==> config.mk <==
export PLATFORM = sky130hd
export DESIGN_NAME = fp_minmax_slice
export DESIGN_NICKNAME = d
export VERILOG_FILES = /design/src/rtl/fp_slice_pkg.sv /design/src/rtl/minmax_lanes.sv /design/src/rtl/slice_pipeline.sv /design/src/rtl/result_packer.sv /design/src/rtl/fp_minmax_slice.sv
export SDC_FILE = /design/constraint.sdc
export NUM_CORES = 1
export LEC_CHECK = 0
export ABC_AREA = 1
export BUFFER_PORTS_ARGS = -buffer_cell sky130_fd_sc_hd__clkbuf_2
export CORE_MARGIN = 10
export CORE_UTILIZATION = 44
export DETAILED_ROUTE_END_ITERATION = 8
export PLACE_DENSITY_LB_ADDON = 0.12
export REMOVE_ABC_BUFFERS = 1
export SYNTH_ARGS = -nofsm -noshare
export SYNTH_HDL_FRONTEND = slang
export SYNTH_SLANG_ARGS = --single-unit
==> constraint.sdc <==
create_clock -name clk_i -period 4.3 [get_ports clk_i]
set_input_delay 0.215 -clock clk_i [delete_from_list [all_inputs] [get_ports clk_i]]
set_output_delay 0.215 -clock clk_i [all_outputs]
set_load 0.01 [all_outputs]
==> src/rtl/fp_slice_pkg.sv <==
// FP min/max slice shared definitions
package fp_slice_pkg;

  // ----------------------------------------------------------------------
  // Datapath geometry
  // ----------------------------------------------------------------------

  // Full slice width, holds one FP32 value or two FP16 values
  localparam int unsigned SLICE_WIDTH = 32;

  // Number of SIMD lanes, sized for the narrowest format
  localparam int unsigned NUM_LANES = 2;

  // Lane width in FP16 mode
  localparam int unsigned FP16_WIDTH = 16;

  // ----------------------------------------------------------------------
  // Formats and status
  // ----------------------------------------------------------------------

  typedef enum logic {
    FP32 = 1'b0,
    FP16 = 1'b1
  } fp_format_e;

  // IEEE exception flags, ordered {NV, DZ, OF, UF, NX}
  typedef logic [4:0] status_t;

  // Invalid operation flag position
  localparam int unsigned STATUS_NV = 4;

  // One status vector per lane, lane 0 in the low bits
  typedef status_t [NUM_LANES-1:0] lane_status_t;

  // One bit per lane, used for SIMD mask and lane activity
  typedef logic [NUM_LANES-1:0] lane_bits_t;

  // ----------------------------------------------------------------------
  // Operand word
  // ----------------------------------------------------------------------

  // Same 32 bits seen as one FP32 value or as FP16 lanes
  // fp16[0] is the low half
  typedef union packed {
    logic [SLICE_WIDTH-1:0]               fp32;
    logic [NUM_LANES-1:0][FP16_WIDTH-1:0] fp16;
  } fp_word_u;

  // ----------------------------------------------------------------------
  // Canonical quiet NaNs
  // ----------------------------------------------------------------------

  // Positive sign, all-ones exponent, only the quiet bit set
  localparam logic [SLICE_WIDTH-1:0] CANON_NAN_FP32 = 32'h7fc0_0000;
  localparam logic [FP16_WIDTH-1:0]  CANON_NAN_FP16 = 16'h7e00;

endpackage

==> src/rtl/minmax_lanes.sv <==
// FP min/max lane datapath
`timescale 1ns/1ps

module minmax_lanes (
  input  fp_slice_pkg::fp_word_u     operands_a_i,
  input  fp_slice_pkg::fp_word_u     operands_b_i,
  input  fp_slice_pkg::fp_format_e   fmt_i,
  input  logic                       vectorial_op_i,
  input  logic                       op_mod_i,
  output fp_slice_pkg::fp_word_u     lane_result_o,
  output fp_slice_pkg::lane_status_t lane_status_o,
  output fp_slice_pkg::lane_bits_t   lane_active_o
);

  import fp_slice_pkg::*;

  // Field masks with FP16 values zero-extended in the low half
  localparam logic [SLICE_WIDTH-1:0] FP32_SIGN_MASK  = 32'h8000_0000;
  localparam logic [SLICE_WIDTH-1:0] FP32_EXP_MASK   = 32'h7f80_0000;
  localparam logic [SLICE_WIDTH-1:0] FP32_MAN_MASK   = 32'h007f_ffff;
  localparam logic [SLICE_WIDTH-1:0] FP32_QUIET_MASK = 32'h0040_0000;
  localparam logic [SLICE_WIDTH-1:0] FP16_SIGN_MASK  = 32'h0000_8000;
  localparam logic [SLICE_WIDTH-1:0] FP16_EXP_MASK   = 32'h0000_7c00;
  localparam logic [SLICE_WIDTH-1:0] FP16_MAN_MASK   = 32'h0000_03ff;
  localparam logic [SLICE_WIDTH-1:0] FP16_QUIET_MASK = 32'h0000_0200;

  // ----------------------------------------------------------------------
  // Min/max of one value pair in either format
  // ----------------------------------------------------------------------
  function automatic logic [SLICE_WIDTH-1:0] minmax_value(
    input  logic [SLICE_WIDTH-1:0] a,
    input  logic [SLICE_WIDTH-1:0] b,
    input  fp_format_e             fmt,
    input  logic                   is_max,
    output logic                   nv
  );
    logic [SLICE_WIDTH-1:0] sign_mask;
    logic [SLICE_WIDTH-1:0] exp_mask;
    logic [SLICE_WIDTH-1:0] man_mask;
    logic [SLICE_WIDTH-1:0] quiet_mask;
    logic [SLICE_WIDTH-1:0] canon_nan;
    logic [SLICE_WIDTH-1:0] a_mag;
    logic [SLICE_WIDTH-1:0] b_mag;
    logic                   a_nan;
    logic                   b_nan;
    logic                   a_neg;
    logic                   b_neg;
    logic                   a_lt_b;

    if (fmt == FP32) begin
      sign_mask  = FP32_SIGN_MASK;
      exp_mask   = FP32_EXP_MASK;
      man_mask   = FP32_MAN_MASK;
      quiet_mask = FP32_QUIET_MASK;
      canon_nan  = CANON_NAN_FP32;
    end else begin
      sign_mask  = FP16_SIGN_MASK;
      exp_mask   = FP16_EXP_MASK;
      man_mask   = FP16_MAN_MASK;
      quiet_mask = FP16_QUIET_MASK;
      canon_nan  = SLICE_WIDTH'(CANON_NAN_FP16);
    end

    // Classification
    a_nan = ((a & exp_mask) == exp_mask) && ((a & man_mask) != '0);
    b_nan = ((b & exp_mask) == exp_mask) && ((b & man_mask) != '0);
    nv    = (a_nan && ((a & quiet_mask) == '0)) || (b_nan && ((b & quiet_mask) == '0));

    // Sign-magnitude compare where negative zero orders below positive zero
    a_mag = a & (exp_mask | man_mask);
    b_mag = b & (exp_mask | man_mask);
    a_neg = (a & sign_mask) != '0;
    b_neg = (b & sign_mask) != '0;
    if (a_neg != b_neg) begin
      a_lt_b = a_neg;
    end else if (a_neg) begin
      a_lt_b = a_mag > b_mag;
    end else begin
      a_lt_b = a_mag < b_mag;
    end

    if (a_nan && b_nan) begin
      return canon_nan;
    end else if (a_nan) begin
      return b;
    end else if (b_nan) begin
      return a;
    end
    return (a_lt_b ^ is_max) ? a : b;
  endfunction

  // ----------------------------------------------------------------------
  // Per-format results
  // ----------------------------------------------------------------------
  logic [SLICE_WIDTH-1:0] fp32_result;
  logic                   fp32_nv;
  logic [SLICE_WIDTH-1:0] fp16_result [NUM_LANES];
  logic [NUM_LANES-1:0]   fp16_nv;

  always_comb begin : compute
    fp32_result = minmax_value(operands_a_i.fp32, operands_b_i.fp32, FP32, op_mod_i, fp32_nv);
    for (int l = 0; l < NUM_LANES; l++) begin
      fp16_result[l] = minmax_value(SLICE_WIDTH'(operands_a_i.fp16[l]),
                                    SLICE_WIDTH'(operands_b_i.fp16[l]),
                                    FP16, op_mod_i, fp16_nv[l]);
    end
  end

  // Lane 0 always runs and upper lanes only for vectorial FP16
  always_comb begin : assemble
    for (int l = 0; l < NUM_LANES; l++) begin
      lane_active_o[l] = (l == 0) || ((fmt_i == FP16) && vectorial_op_i);
      lane_status_o[l] = '0;
    end
    if (fmt_i == FP32) begin
      lane_result_o.fp32          = fp32_result;
      lane_status_o[0][STATUS_NV] = fp32_nv;
    end else begin
      for (int l = 0; l < NUM_LANES; l++) begin
        lane_result_o.fp16[l]       = fp16_result[l][FP16_WIDTH-1:0];
        lane_status_o[l][STATUS_NV] = fp16_nv[l] && lane_active_o[l];
      end
    end
  end

endmodule

==> src/rtl/slice_pipeline.sv <==
// Flushable valid/ready register chain
`timescale 1ns/1ps

module slice_pipeline #(
  parameter int unsigned NumPipeRegs = 0
) (
  input  logic                       clk_i,
  input  logic                       rst_i,
  // Upstream handshake
  input  logic                       in_valid_i,
  output logic                       in_ready_o,
  // Downstream handshake
  output logic                       out_valid_o,
  input  logic                       out_ready_i,
  input  logic                       flush_i,
  output logic                       busy_o,
  // Lane bundle in
  input  fp_slice_pkg::fp_word_u     result_i,
  input  fp_slice_pkg::lane_status_t status_i,
  input  fp_slice_pkg::lane_bits_t   active_i,
  input  fp_slice_pkg::lane_bits_t   mask_i,
  input  fp_slice_pkg::fp_format_e   fmt_i,
  // Lane bundle out
  output fp_slice_pkg::fp_word_u     result_o,
  output fp_slice_pkg::lane_status_t status_o,
  output fp_slice_pkg::lane_bits_t   active_o,
  output fp_slice_pkg::lane_bits_t   mask_o,
  output fp_slice_pkg::fp_format_e   fmt_o
);

  import fp_slice_pkg::*;

  // Index i holds the bundle after i register stages
  logic         valid_q  [0:NumPipeRegs];
  logic         ready    [0:NumPipeRegs];
  fp_word_u     result_q [0:NumPipeRegs];
  lane_status_t status_q [0:NumPipeRegs];
  lane_bits_t   active_q [0:NumPipeRegs];
  lane_bits_t   mask_q   [0:NumPipeRegs];
  fp_format_e   fmt_q    [0:NumPipeRegs];

  // Stage 0 is the producer itself
  assign valid_q[0]  = in_valid_i;
  assign result_q[0] = result_i;
  assign status_q[0] = status_i;
  assign active_q[0] = active_i;
  assign mask_q[0]   = mask_i;
  assign fmt_q[0]    = fmt_i;

  // ----------------------------------------------------------------------
  // Register stages
  // ----------------------------------------------------------------------
  for (genvar i = 0; i < NumPipeRegs; i++) begin : gen_stage
    logic reg_ena;

    // Advance when the next stage moves on or only holds a bubble
    assign ready[i] = ready[i+1] | ~valid_q[i+1];
    assign reg_ena  = ready[i] & valid_q[i];

    always_ff @(posedge clk_i) begin
      if (rst_i || flush_i) begin
        valid_q[i+1] <= 1'b0;
      end else if (ready[i]) begin
        valid_q[i+1] <= valid_q[i];
      end
    end

    always_ff @(posedge clk_i) begin
      if (reg_ena) begin
        result_q[i+1] <= result_q[i];
        status_q[i+1] <= status_q[i];
        active_q[i+1] <= active_q[i];
        mask_q[i+1]   <= mask_q[i];
        fmt_q[i+1]    <= fmt_q[i];
      end
    end
  end

  // Ready ripples back from the consumer
  assign ready[NumPipeRegs] = out_ready_i;
  assign in_ready_o         = ready[0];

  assign out_valid_o = valid_q[NumPipeRegs];
  assign result_o    = result_q[NumPipeRegs];
  assign status_o    = status_q[NumPipeRegs];
  assign active_o    = active_q[NumPipeRegs];
  assign mask_o      = mask_q[NumPipeRegs];
  assign fmt_o       = fmt_q[NumPipeRegs];

  // Any registered stage holding an item
  always_comb begin : busy_flag
    busy_o = 1'b0;
    for (int i = 1; i <= int'(NumPipeRegs); i++) begin
      busy_o |= valid_q[i];
    end
  end

  // ----------------------------------------------------------------------
  // Checks
  // ----------------------------------------------------------------------
  if (NumPipeRegs > 0) begin : gen_checks
    // A stalled output keeps its whole bundle until taken
    hold_while_stalled: assert property (
      @(posedge clk_i) disable iff (rst_i)
      out_valid_o && !out_ready_i && !flush_i |=>
        out_valid_o && $stable(result_o) && $stable(status_o) &&
        $stable(active_o) && $stable(mask_o) && $stable(fmt_o)
    ) else $error("output bundle changed while stalled");

    // Flushed items never reach the consumer
    flush_empties_output: assert property (
      @(posedge clk_i) disable iff (rst_i)
      flush_i |=> !out_valid_o
    ) else $error("valid output right after flush");
  end

endmodule

==> src/rtl/result_packer.sv <==
// Lane result packer
`timescale 1ns/1ps

module result_packer (
  input  fp_slice_pkg::fp_word_u     result_i,
  input  fp_slice_pkg::lane_status_t status_i,
  input  fp_slice_pkg::lane_bits_t   active_i,
  input  fp_slice_pkg::lane_bits_t   mask_i,
  input  fp_slice_pkg::fp_format_e   fmt_i,
  output fp_slice_pkg::fp_word_u     result_o,
  output fp_slice_pkg::status_t      status_o
);

  import fp_slice_pkg::*;

  // ----------------------------------------------------------------------
  // Result word
  // ----------------------------------------------------------------------

  // FP32 already fills the word
  // FP16 lanes that did not run are NaN-boxed with all ones
  always_comb begin : pack_result
    if (fmt_i == FP32) begin
      result_o = result_i;
    end else begin
      for (int l = 0; l < NUM_LANES; l++) begin
        if (active_i[l]) begin
          result_o.fp16[l] = result_i.fp16[l];
        end else begin
          result_o.fp16[l] = '1;
        end
      end
    end
  end

  // ----------------------------------------------------------------------
  // Status
  // ----------------------------------------------------------------------

  // Only lanes enabled by the SIMD mask report flags
  always_comb begin : collapse_status
    status_t merged;

    merged = '0;
    for (int l = 0; l < NUM_LANES; l++) begin
      merged |= status_i[l] & {$bits(status_t){mask_i[l]}};
    end
    status_o = merged;
  end

endmodule

==> src/rtl/fp_minmax_slice.sv <==
// FP min/max SIMD slice
`timescale 1ns/1ps

module fp_minmax_slice #(
  parameter int unsigned NumPipeRegs = 2
) (
  input  logic                     clk_i,
  input  logic                     rst_i,
  // Operation
  input  fp_slice_pkg::fp_word_u   operands_a_i,
  input  fp_slice_pkg::fp_word_u   operands_b_i,
  input  fp_slice_pkg::fp_format_e fmt_i,
  input  logic                     vectorial_op_i,
  input  logic                     op_mod_i,
  input  fp_slice_pkg::lane_bits_t simd_mask_i,
  // Input handshake
  input  logic                     in_valid_i,
  output logic                     in_ready_o,
  input  logic                     flush_i,
  // Result
  output fp_slice_pkg::fp_word_u   result_o,
  output fp_slice_pkg::status_t    status_o,
  // Output handshake
  output logic                     out_valid_o,
  input  logic                     out_ready_i,
  // Items in flight
  output logic                     busy_o
);

  import fp_slice_pkg::*;

  // Producer side bundle
  fp_word_u     lane_result;
  lane_status_t lane_status;
  lane_bits_t   lane_active;

  // Buffer output bundle
  fp_word_u     pipe_result;
  lane_status_t pipe_status;
  lane_bits_t   pipe_active;
  lane_bits_t   pipe_mask;
  fp_format_e   pipe_fmt;

  // ----------------------------------------------------------------------
  // Lane compute, then pipeline, then packing
  // ----------------------------------------------------------------------
  minmax_lanes i_minmax_lanes (
    .operands_a_i   ( operands_a_i   ),
    .operands_b_i   ( operands_b_i   ),
    .fmt_i          ( fmt_i          ),
    .vectorial_op_i ( vectorial_op_i ),
    .op_mod_i       ( op_mod_i       ),
    .lane_result_o  ( lane_result    ),
    .lane_status_o  ( lane_status    ),
    .lane_active_o  ( lane_active    )
  );

  slice_pipeline #(
    .NumPipeRegs ( NumPipeRegs )
  ) i_slice_pipeline (
    .clk_i       ( clk_i       ),
    .rst_i       ( rst_i       ),
    .in_valid_i  ( in_valid_i  ),
    .in_ready_o  ( in_ready_o  ),
    .out_valid_o ( out_valid_o ),
    .out_ready_i ( out_ready_i ),
    .flush_i     ( flush_i     ),
    .busy_o      ( busy_o      ),
    .result_i    ( lane_result ),
    .status_i    ( lane_status ),
    .active_i    ( lane_active ),
    .mask_i      ( simd_mask_i ),
    .fmt_i       ( fmt_i       ),
    .result_o    ( pipe_result ),
    .status_o    ( pipe_status ),
    .active_o    ( pipe_active ),
    .mask_o      ( pipe_mask   ),
    .fmt_o       ( pipe_fmt    )
  );

  result_packer i_result_packer (
    .result_i ( pipe_result ),
    .status_i ( pipe_status ),
    .active_i ( pipe_active ),
    .mask_i   ( pipe_mask   ),
    .fmt_i    ( pipe_fmt    ),
    .result_o ( result_o    ),
    .status_o ( status_o    )
  );

endmodule

### After elaboration in Yosys (flattened, before gate mapping)

Index checks and enable logic that the tools add are counted.

* flip-flop bits (word level): 78
* bits of input ports: 74
* output and inout bits: 40
* logic and storage cells: 108

* $lt $le $gt $ge: 6
* equality and inequality tests: 8
* muxes and demuxes: 34
* bitwise logic cells: 13
* reductions and logical operators: 33

Operators with widths (number)
* $mux W32: 7
* $logic_not A32 Y1: 6
* $reduce_bool A32 Y1: 6
* $mux W16: 11
* $gt A31 B31 Y1: 1
* $lt A31 B31 Y1: 1
* $gt A15 B15 Y1: 2
* $lt A15 B15 Y1: 2
* $eq A5 B5 Y1 const B: 4
* $logic_and A1 B1 Y1: 17
* $eq A8 B8 Y1 const B: 2
* $mux W1: 16
* $and A5 B5 Y5: 2
* $or A5 B5 Y5: 1
* $logic_or A1 B1 Y1: 4
* $or A1 B1 Y1: 3
* $xor A1 B1 Y1: 3
* $and A1 B1 Y1: 2
* $ne A1 B1 Y1: 2
* $not A1 Y1: 2

### Longest topological paths before layout

* depth after elaboration: 7
* mapped depth: 21
* mapped depth without buffers: 21

### Hierarchy

A second synthesis with hierarchy kept.

* cells, all modules: 844
* area, all modules: 6946.7 µm²

Modules (own cells, without submodules)
* minmax_lanes: times used 1, cells an instance 606, area each 3349.5 µm², seq. area each 0.0 µm²
* slice_pipeline: times used 1, cells an instance 153, area each 3270.6 µm², seq. area each 2862.7 µm²
* result_packer: times used 1, cells an instance 85, area each 326.6 µm², seq. area each 0.0 µm²

### Worst setup path before layout

No wires, ideal clock.

* kind: register to register
* start: register i_slice_pipeline.valid_q, in the netlist i_slice_pipeline.out_valid_o
* end: register i_slice_pipeline.active_q, in the netlist i_slice_pipeline.active_o[1], enable pin
* setup time: 492 ps
* arrival: 3174 ps
* required time: 3808 ps
* path slack: 634 ps
* stages on the path, launching flop included: 2
* path buffers: 0
* clock period less this slack: 3666 ps
* cell sequence: dfxtp_1 a21boi_0

* cells in the longest elaborated chain, start to end: 3

RTL lines
* from (decl): line slice_pipeline.sv:34 `logic valid_q [0:NumPipeRegs];`
* from (signal, indexed assignment): line slice_pipeline.sv:64 `valid_q[i+1] <= valid_q[i];`
* $not A1 Y1: line slice_pipeline.sv:57 `assign ready[i] = ready[i+1] | ~valid_q[i+1];`
* $or A1 B1 Y1: line slice_pipeline.sv:57
* $and A1 B1 Y1: line slice_pipeline.sv:58 `assign reg_ena = ready[i] & valid_q[i];`
* named net i_slice_pipeline.gen_stage[1].reg_ena: line slice_pipeline.sv:54 `logic reg_ena;`
* to (signal, indexed assignment): line slice_pipeline.sv:72 `active_q[i+1] <= active_q[i];`
* to (decl): line slice_pipeline.sv:38 `lane_bits_t active_q [0:NumPipeRegs];`

The timed path passes the listed nets, and every way through them passes these cells.
A chain may end at the register's enable or synchronous reset.

==> run metrics <==
Internal Power 1.60 mW; Core Area 0.0146 sq mm; DRC Markers 0; CTS H-Tree Depth 3; register area share after synthesis 35.1%; FF+latch count, synth 78; first-pass GRT wire length 31700 um; PD cells 309 mW/mm^2; peak supply drop 0.204 mV; register share of total power 40.0%; fin crit period 2800 ps; final core utilization 50.6%; Seq. cell area 0.00232 sq mm; antenna violations before repair 0; CTS Sinks 78; Via-to-Cell Ratio 5.34; total power 2.29 mW; Worst setup SP type input port; Inserted Clock Buffers 9; Starting Density 45.1%; critical path class input port to register; Post-CTS Resized 0; top cells by area, synth edfxtp_1, nand2_1, nand3_1; Root Driver clkbuf_16; vias in the first global route 5911; TritonCTS clock tree done; share of layout cells above drive strength 1 21.2%; commonest cells in the synthesized netlist nand2_1, nand3_1, inv_1; Post-synth EDFFs 76; die height 143 um; Routed Antenna Nets 0; GRT Util Overall 19.3%; CP required 4430 ps; top-count cell post-synth nand2_1; largest net degree at the start of global routing 39; multi-input logic area 0.00350 sq mm; post-DP HPWL 14400 um; outcome finished clean; area grow syn2layout 12.1%; worst hold path class input port to register; Routed WL 20000 um; DRT Pass-1 Iters 5; final max-slew violation count 0; nets 1088; IO buf count 109; # Post-CTS Setup Buffers 0; Fill cells 1505; LEAKAGE 3.69 nW; fmax 0.357 GHz; Crit. End Element register; Yosys top cell area share 34.5%; post-synth cell types 36; die width 143 um; final setup skew 10.2 ps; Vias 6250; Tcrit/Tclk final 65.2%; top cell type by total area after synthesis edfxtp_1; Worst-Margin Slew 996 ps; # hold bufs at CTS 0; later-pin clock latency in the skew report 340 ps; per-cell routed wire length 17.0 um; final setup fails 0; Cells after Synth 908; Syn Area/Cell 7.28 sq um; setup TNS 0 ps; async set-reset flop share out of synthesis 0%; Clock Pin Slew Worst Setup and Hold Paths 60 ps; n_diodes 0; Critical Path AT 2940 ps; row count 44; die area 0.0203 sq mm; yosys warns 0; synthesized area 0.00661 sq mm; GR Overflow Total 0; Slew HR 33.6%; RSZ-0062 raised after global routing no; drt initial violations 489; Logic pwr share 24.4%; P_sw 693 uW; GP Congestion 0.919; number of max-cap violations 0; Hold Violations, Final 0; crit-path max FO 20; # IOs 114; Synth Flop Type edfxtp_1; switching part of the total power 30.3%; Clk network pwr share 35.6%; Clock Path Buffers 2
## kinds of logic after synthesis
kind of cell / count (synthesis) / synth area share (%)
simple gates: 531 / 38.0
buf+inv: 170 / 12.2
fa+ha+maj: 32 / 6.06
flops: 78 / 35.1
other cells: 1 / 0.0567
compound gates: 96 / 8.48
## layout by cell type, fill, tap and decap left out, drive strengths merged, types with 2 or more instances in the layout
master    count
a21o          2
a21oi        30
buf           5
bufinv        2
clkbuf      118
clkinv        6
clkinvlp      2
conb          4
dfxtp         2
edfxtp       76
ha           32
inv         113
nand2       255
nand3       152
nand4        12
nor2         95
nor3          7
nor4          6
o21ai        20
o22ai        41
or2           2
## metrics by stage
step | std cells | instance area [sq um] | setup slack [ps] | hold WS [ps]
2_1_floorplan | 857 | 6250 | 634 | 314
3_3_place_gp | 1155 | 7090 | 1230 | 401
3_5_place_dp | 1155 | 7090 | 1270 | 401
4_1_cts | 1171 | 7410 | 1610 | 58.7
5_1_grt | 1171 | 7410 | 1360 | 50.3
6_report | 1171 | 7410 | 1500 | 62.9
## path summary, 6_finish.rpt
| kind | endpoint | cells past startpoint | slack (ps) | startpoint |
|---|---|---|---|---|
| worst max-delay path | i_slice_pipeline.result_q[33]$_DFFE_PP_ | 12 | 1500 | operands_a_i[18] |
| worst min-delay path | i_slice_pipeline.mask_q[3]$_DFFE_PP_ | 1 | 60 | simd_mask_i[1] |
| worst max register to register | i_slice_pipeline.result_q[61]$_DFFE_PP_ | 4 | 2840 | i_slice_pipeline.out_valid_o$_SDFFE_PP0P_ |
| worst min register to register | i_slice_pipeline.result_o[14]$_DFFE_PP_ | 0 | 420 | i_slice_pipeline.result_q[46]$_DFFE_PP_ |
## area by class of cell
class                   instances  area share, %
well taps                     184           3.11
multi-input cells             663           47.3
repair buffers                114           8.04
flip-flops and latches         78           31.4
clock buffers                   9           3.04
inverters                     116           5.88
clock inverters                 7           1.30
## state kept, by name, indices dropped and copies added (netlist names)
name / count
i_slice_pipeline.result_o: 32
i_slice_pipeline.fmt_q: 1
i_slice_pipeline.fmt_o: 1
i_slice_pipeline.active_o: 1
i_slice_pipeline.out_valid_o: 1
i_slice_pipeline.mask_o: 2
i_slice_pipeline.status_o: 2
i_slice_pipeline.mask_q: 2
i_slice_pipeline.active_q: 1
i_slice_pipeline.result_q: 32
i_slice_pipeline.status_q: 2
i_slice_pipeline.valid_q: 1
## worst max-delay path: stages
cell and delay (ps):
clkbuf_2 130, inv_1 100, nand4_1 140, nor4_2 370
nand4_1 180, nand2_1 480, inv_1 590, o22ai_1 290
nand2_1 70, nand2_1 80, nor2_1 50, nor2_1 220
## layer usage
metal | track usage [%] | vias to the layer above | part of all wire [%]
met4 | 5.92 | 0 | 1.6
met5 | 0 | - | 0
met1 | 27.5 | 2776 | 46
li1 | - | 3159 | -
met2 | 29.4 | 286 | 44
met3 | 2.97 | 29 | 8.9
## power by group through the flow
| stage | Combinational, mW | Sequential (mW) | Clock, mW |
|---|---|---|---|
| after floorplan | 0.361 | 0.930 | 0 |
| after global placement | 0.550 | 0.930 | 0 |
| after detailed placement | 0.550 | 0.932 | 0 |
| after CTS | 0.552 | 0.916 | 0.828 |
| after global routing | 0.628 | 0.920 | 0.865 |
| final | 0.559 | 0.915 | 0.814 |
Power figures use the tool's default switching activity.
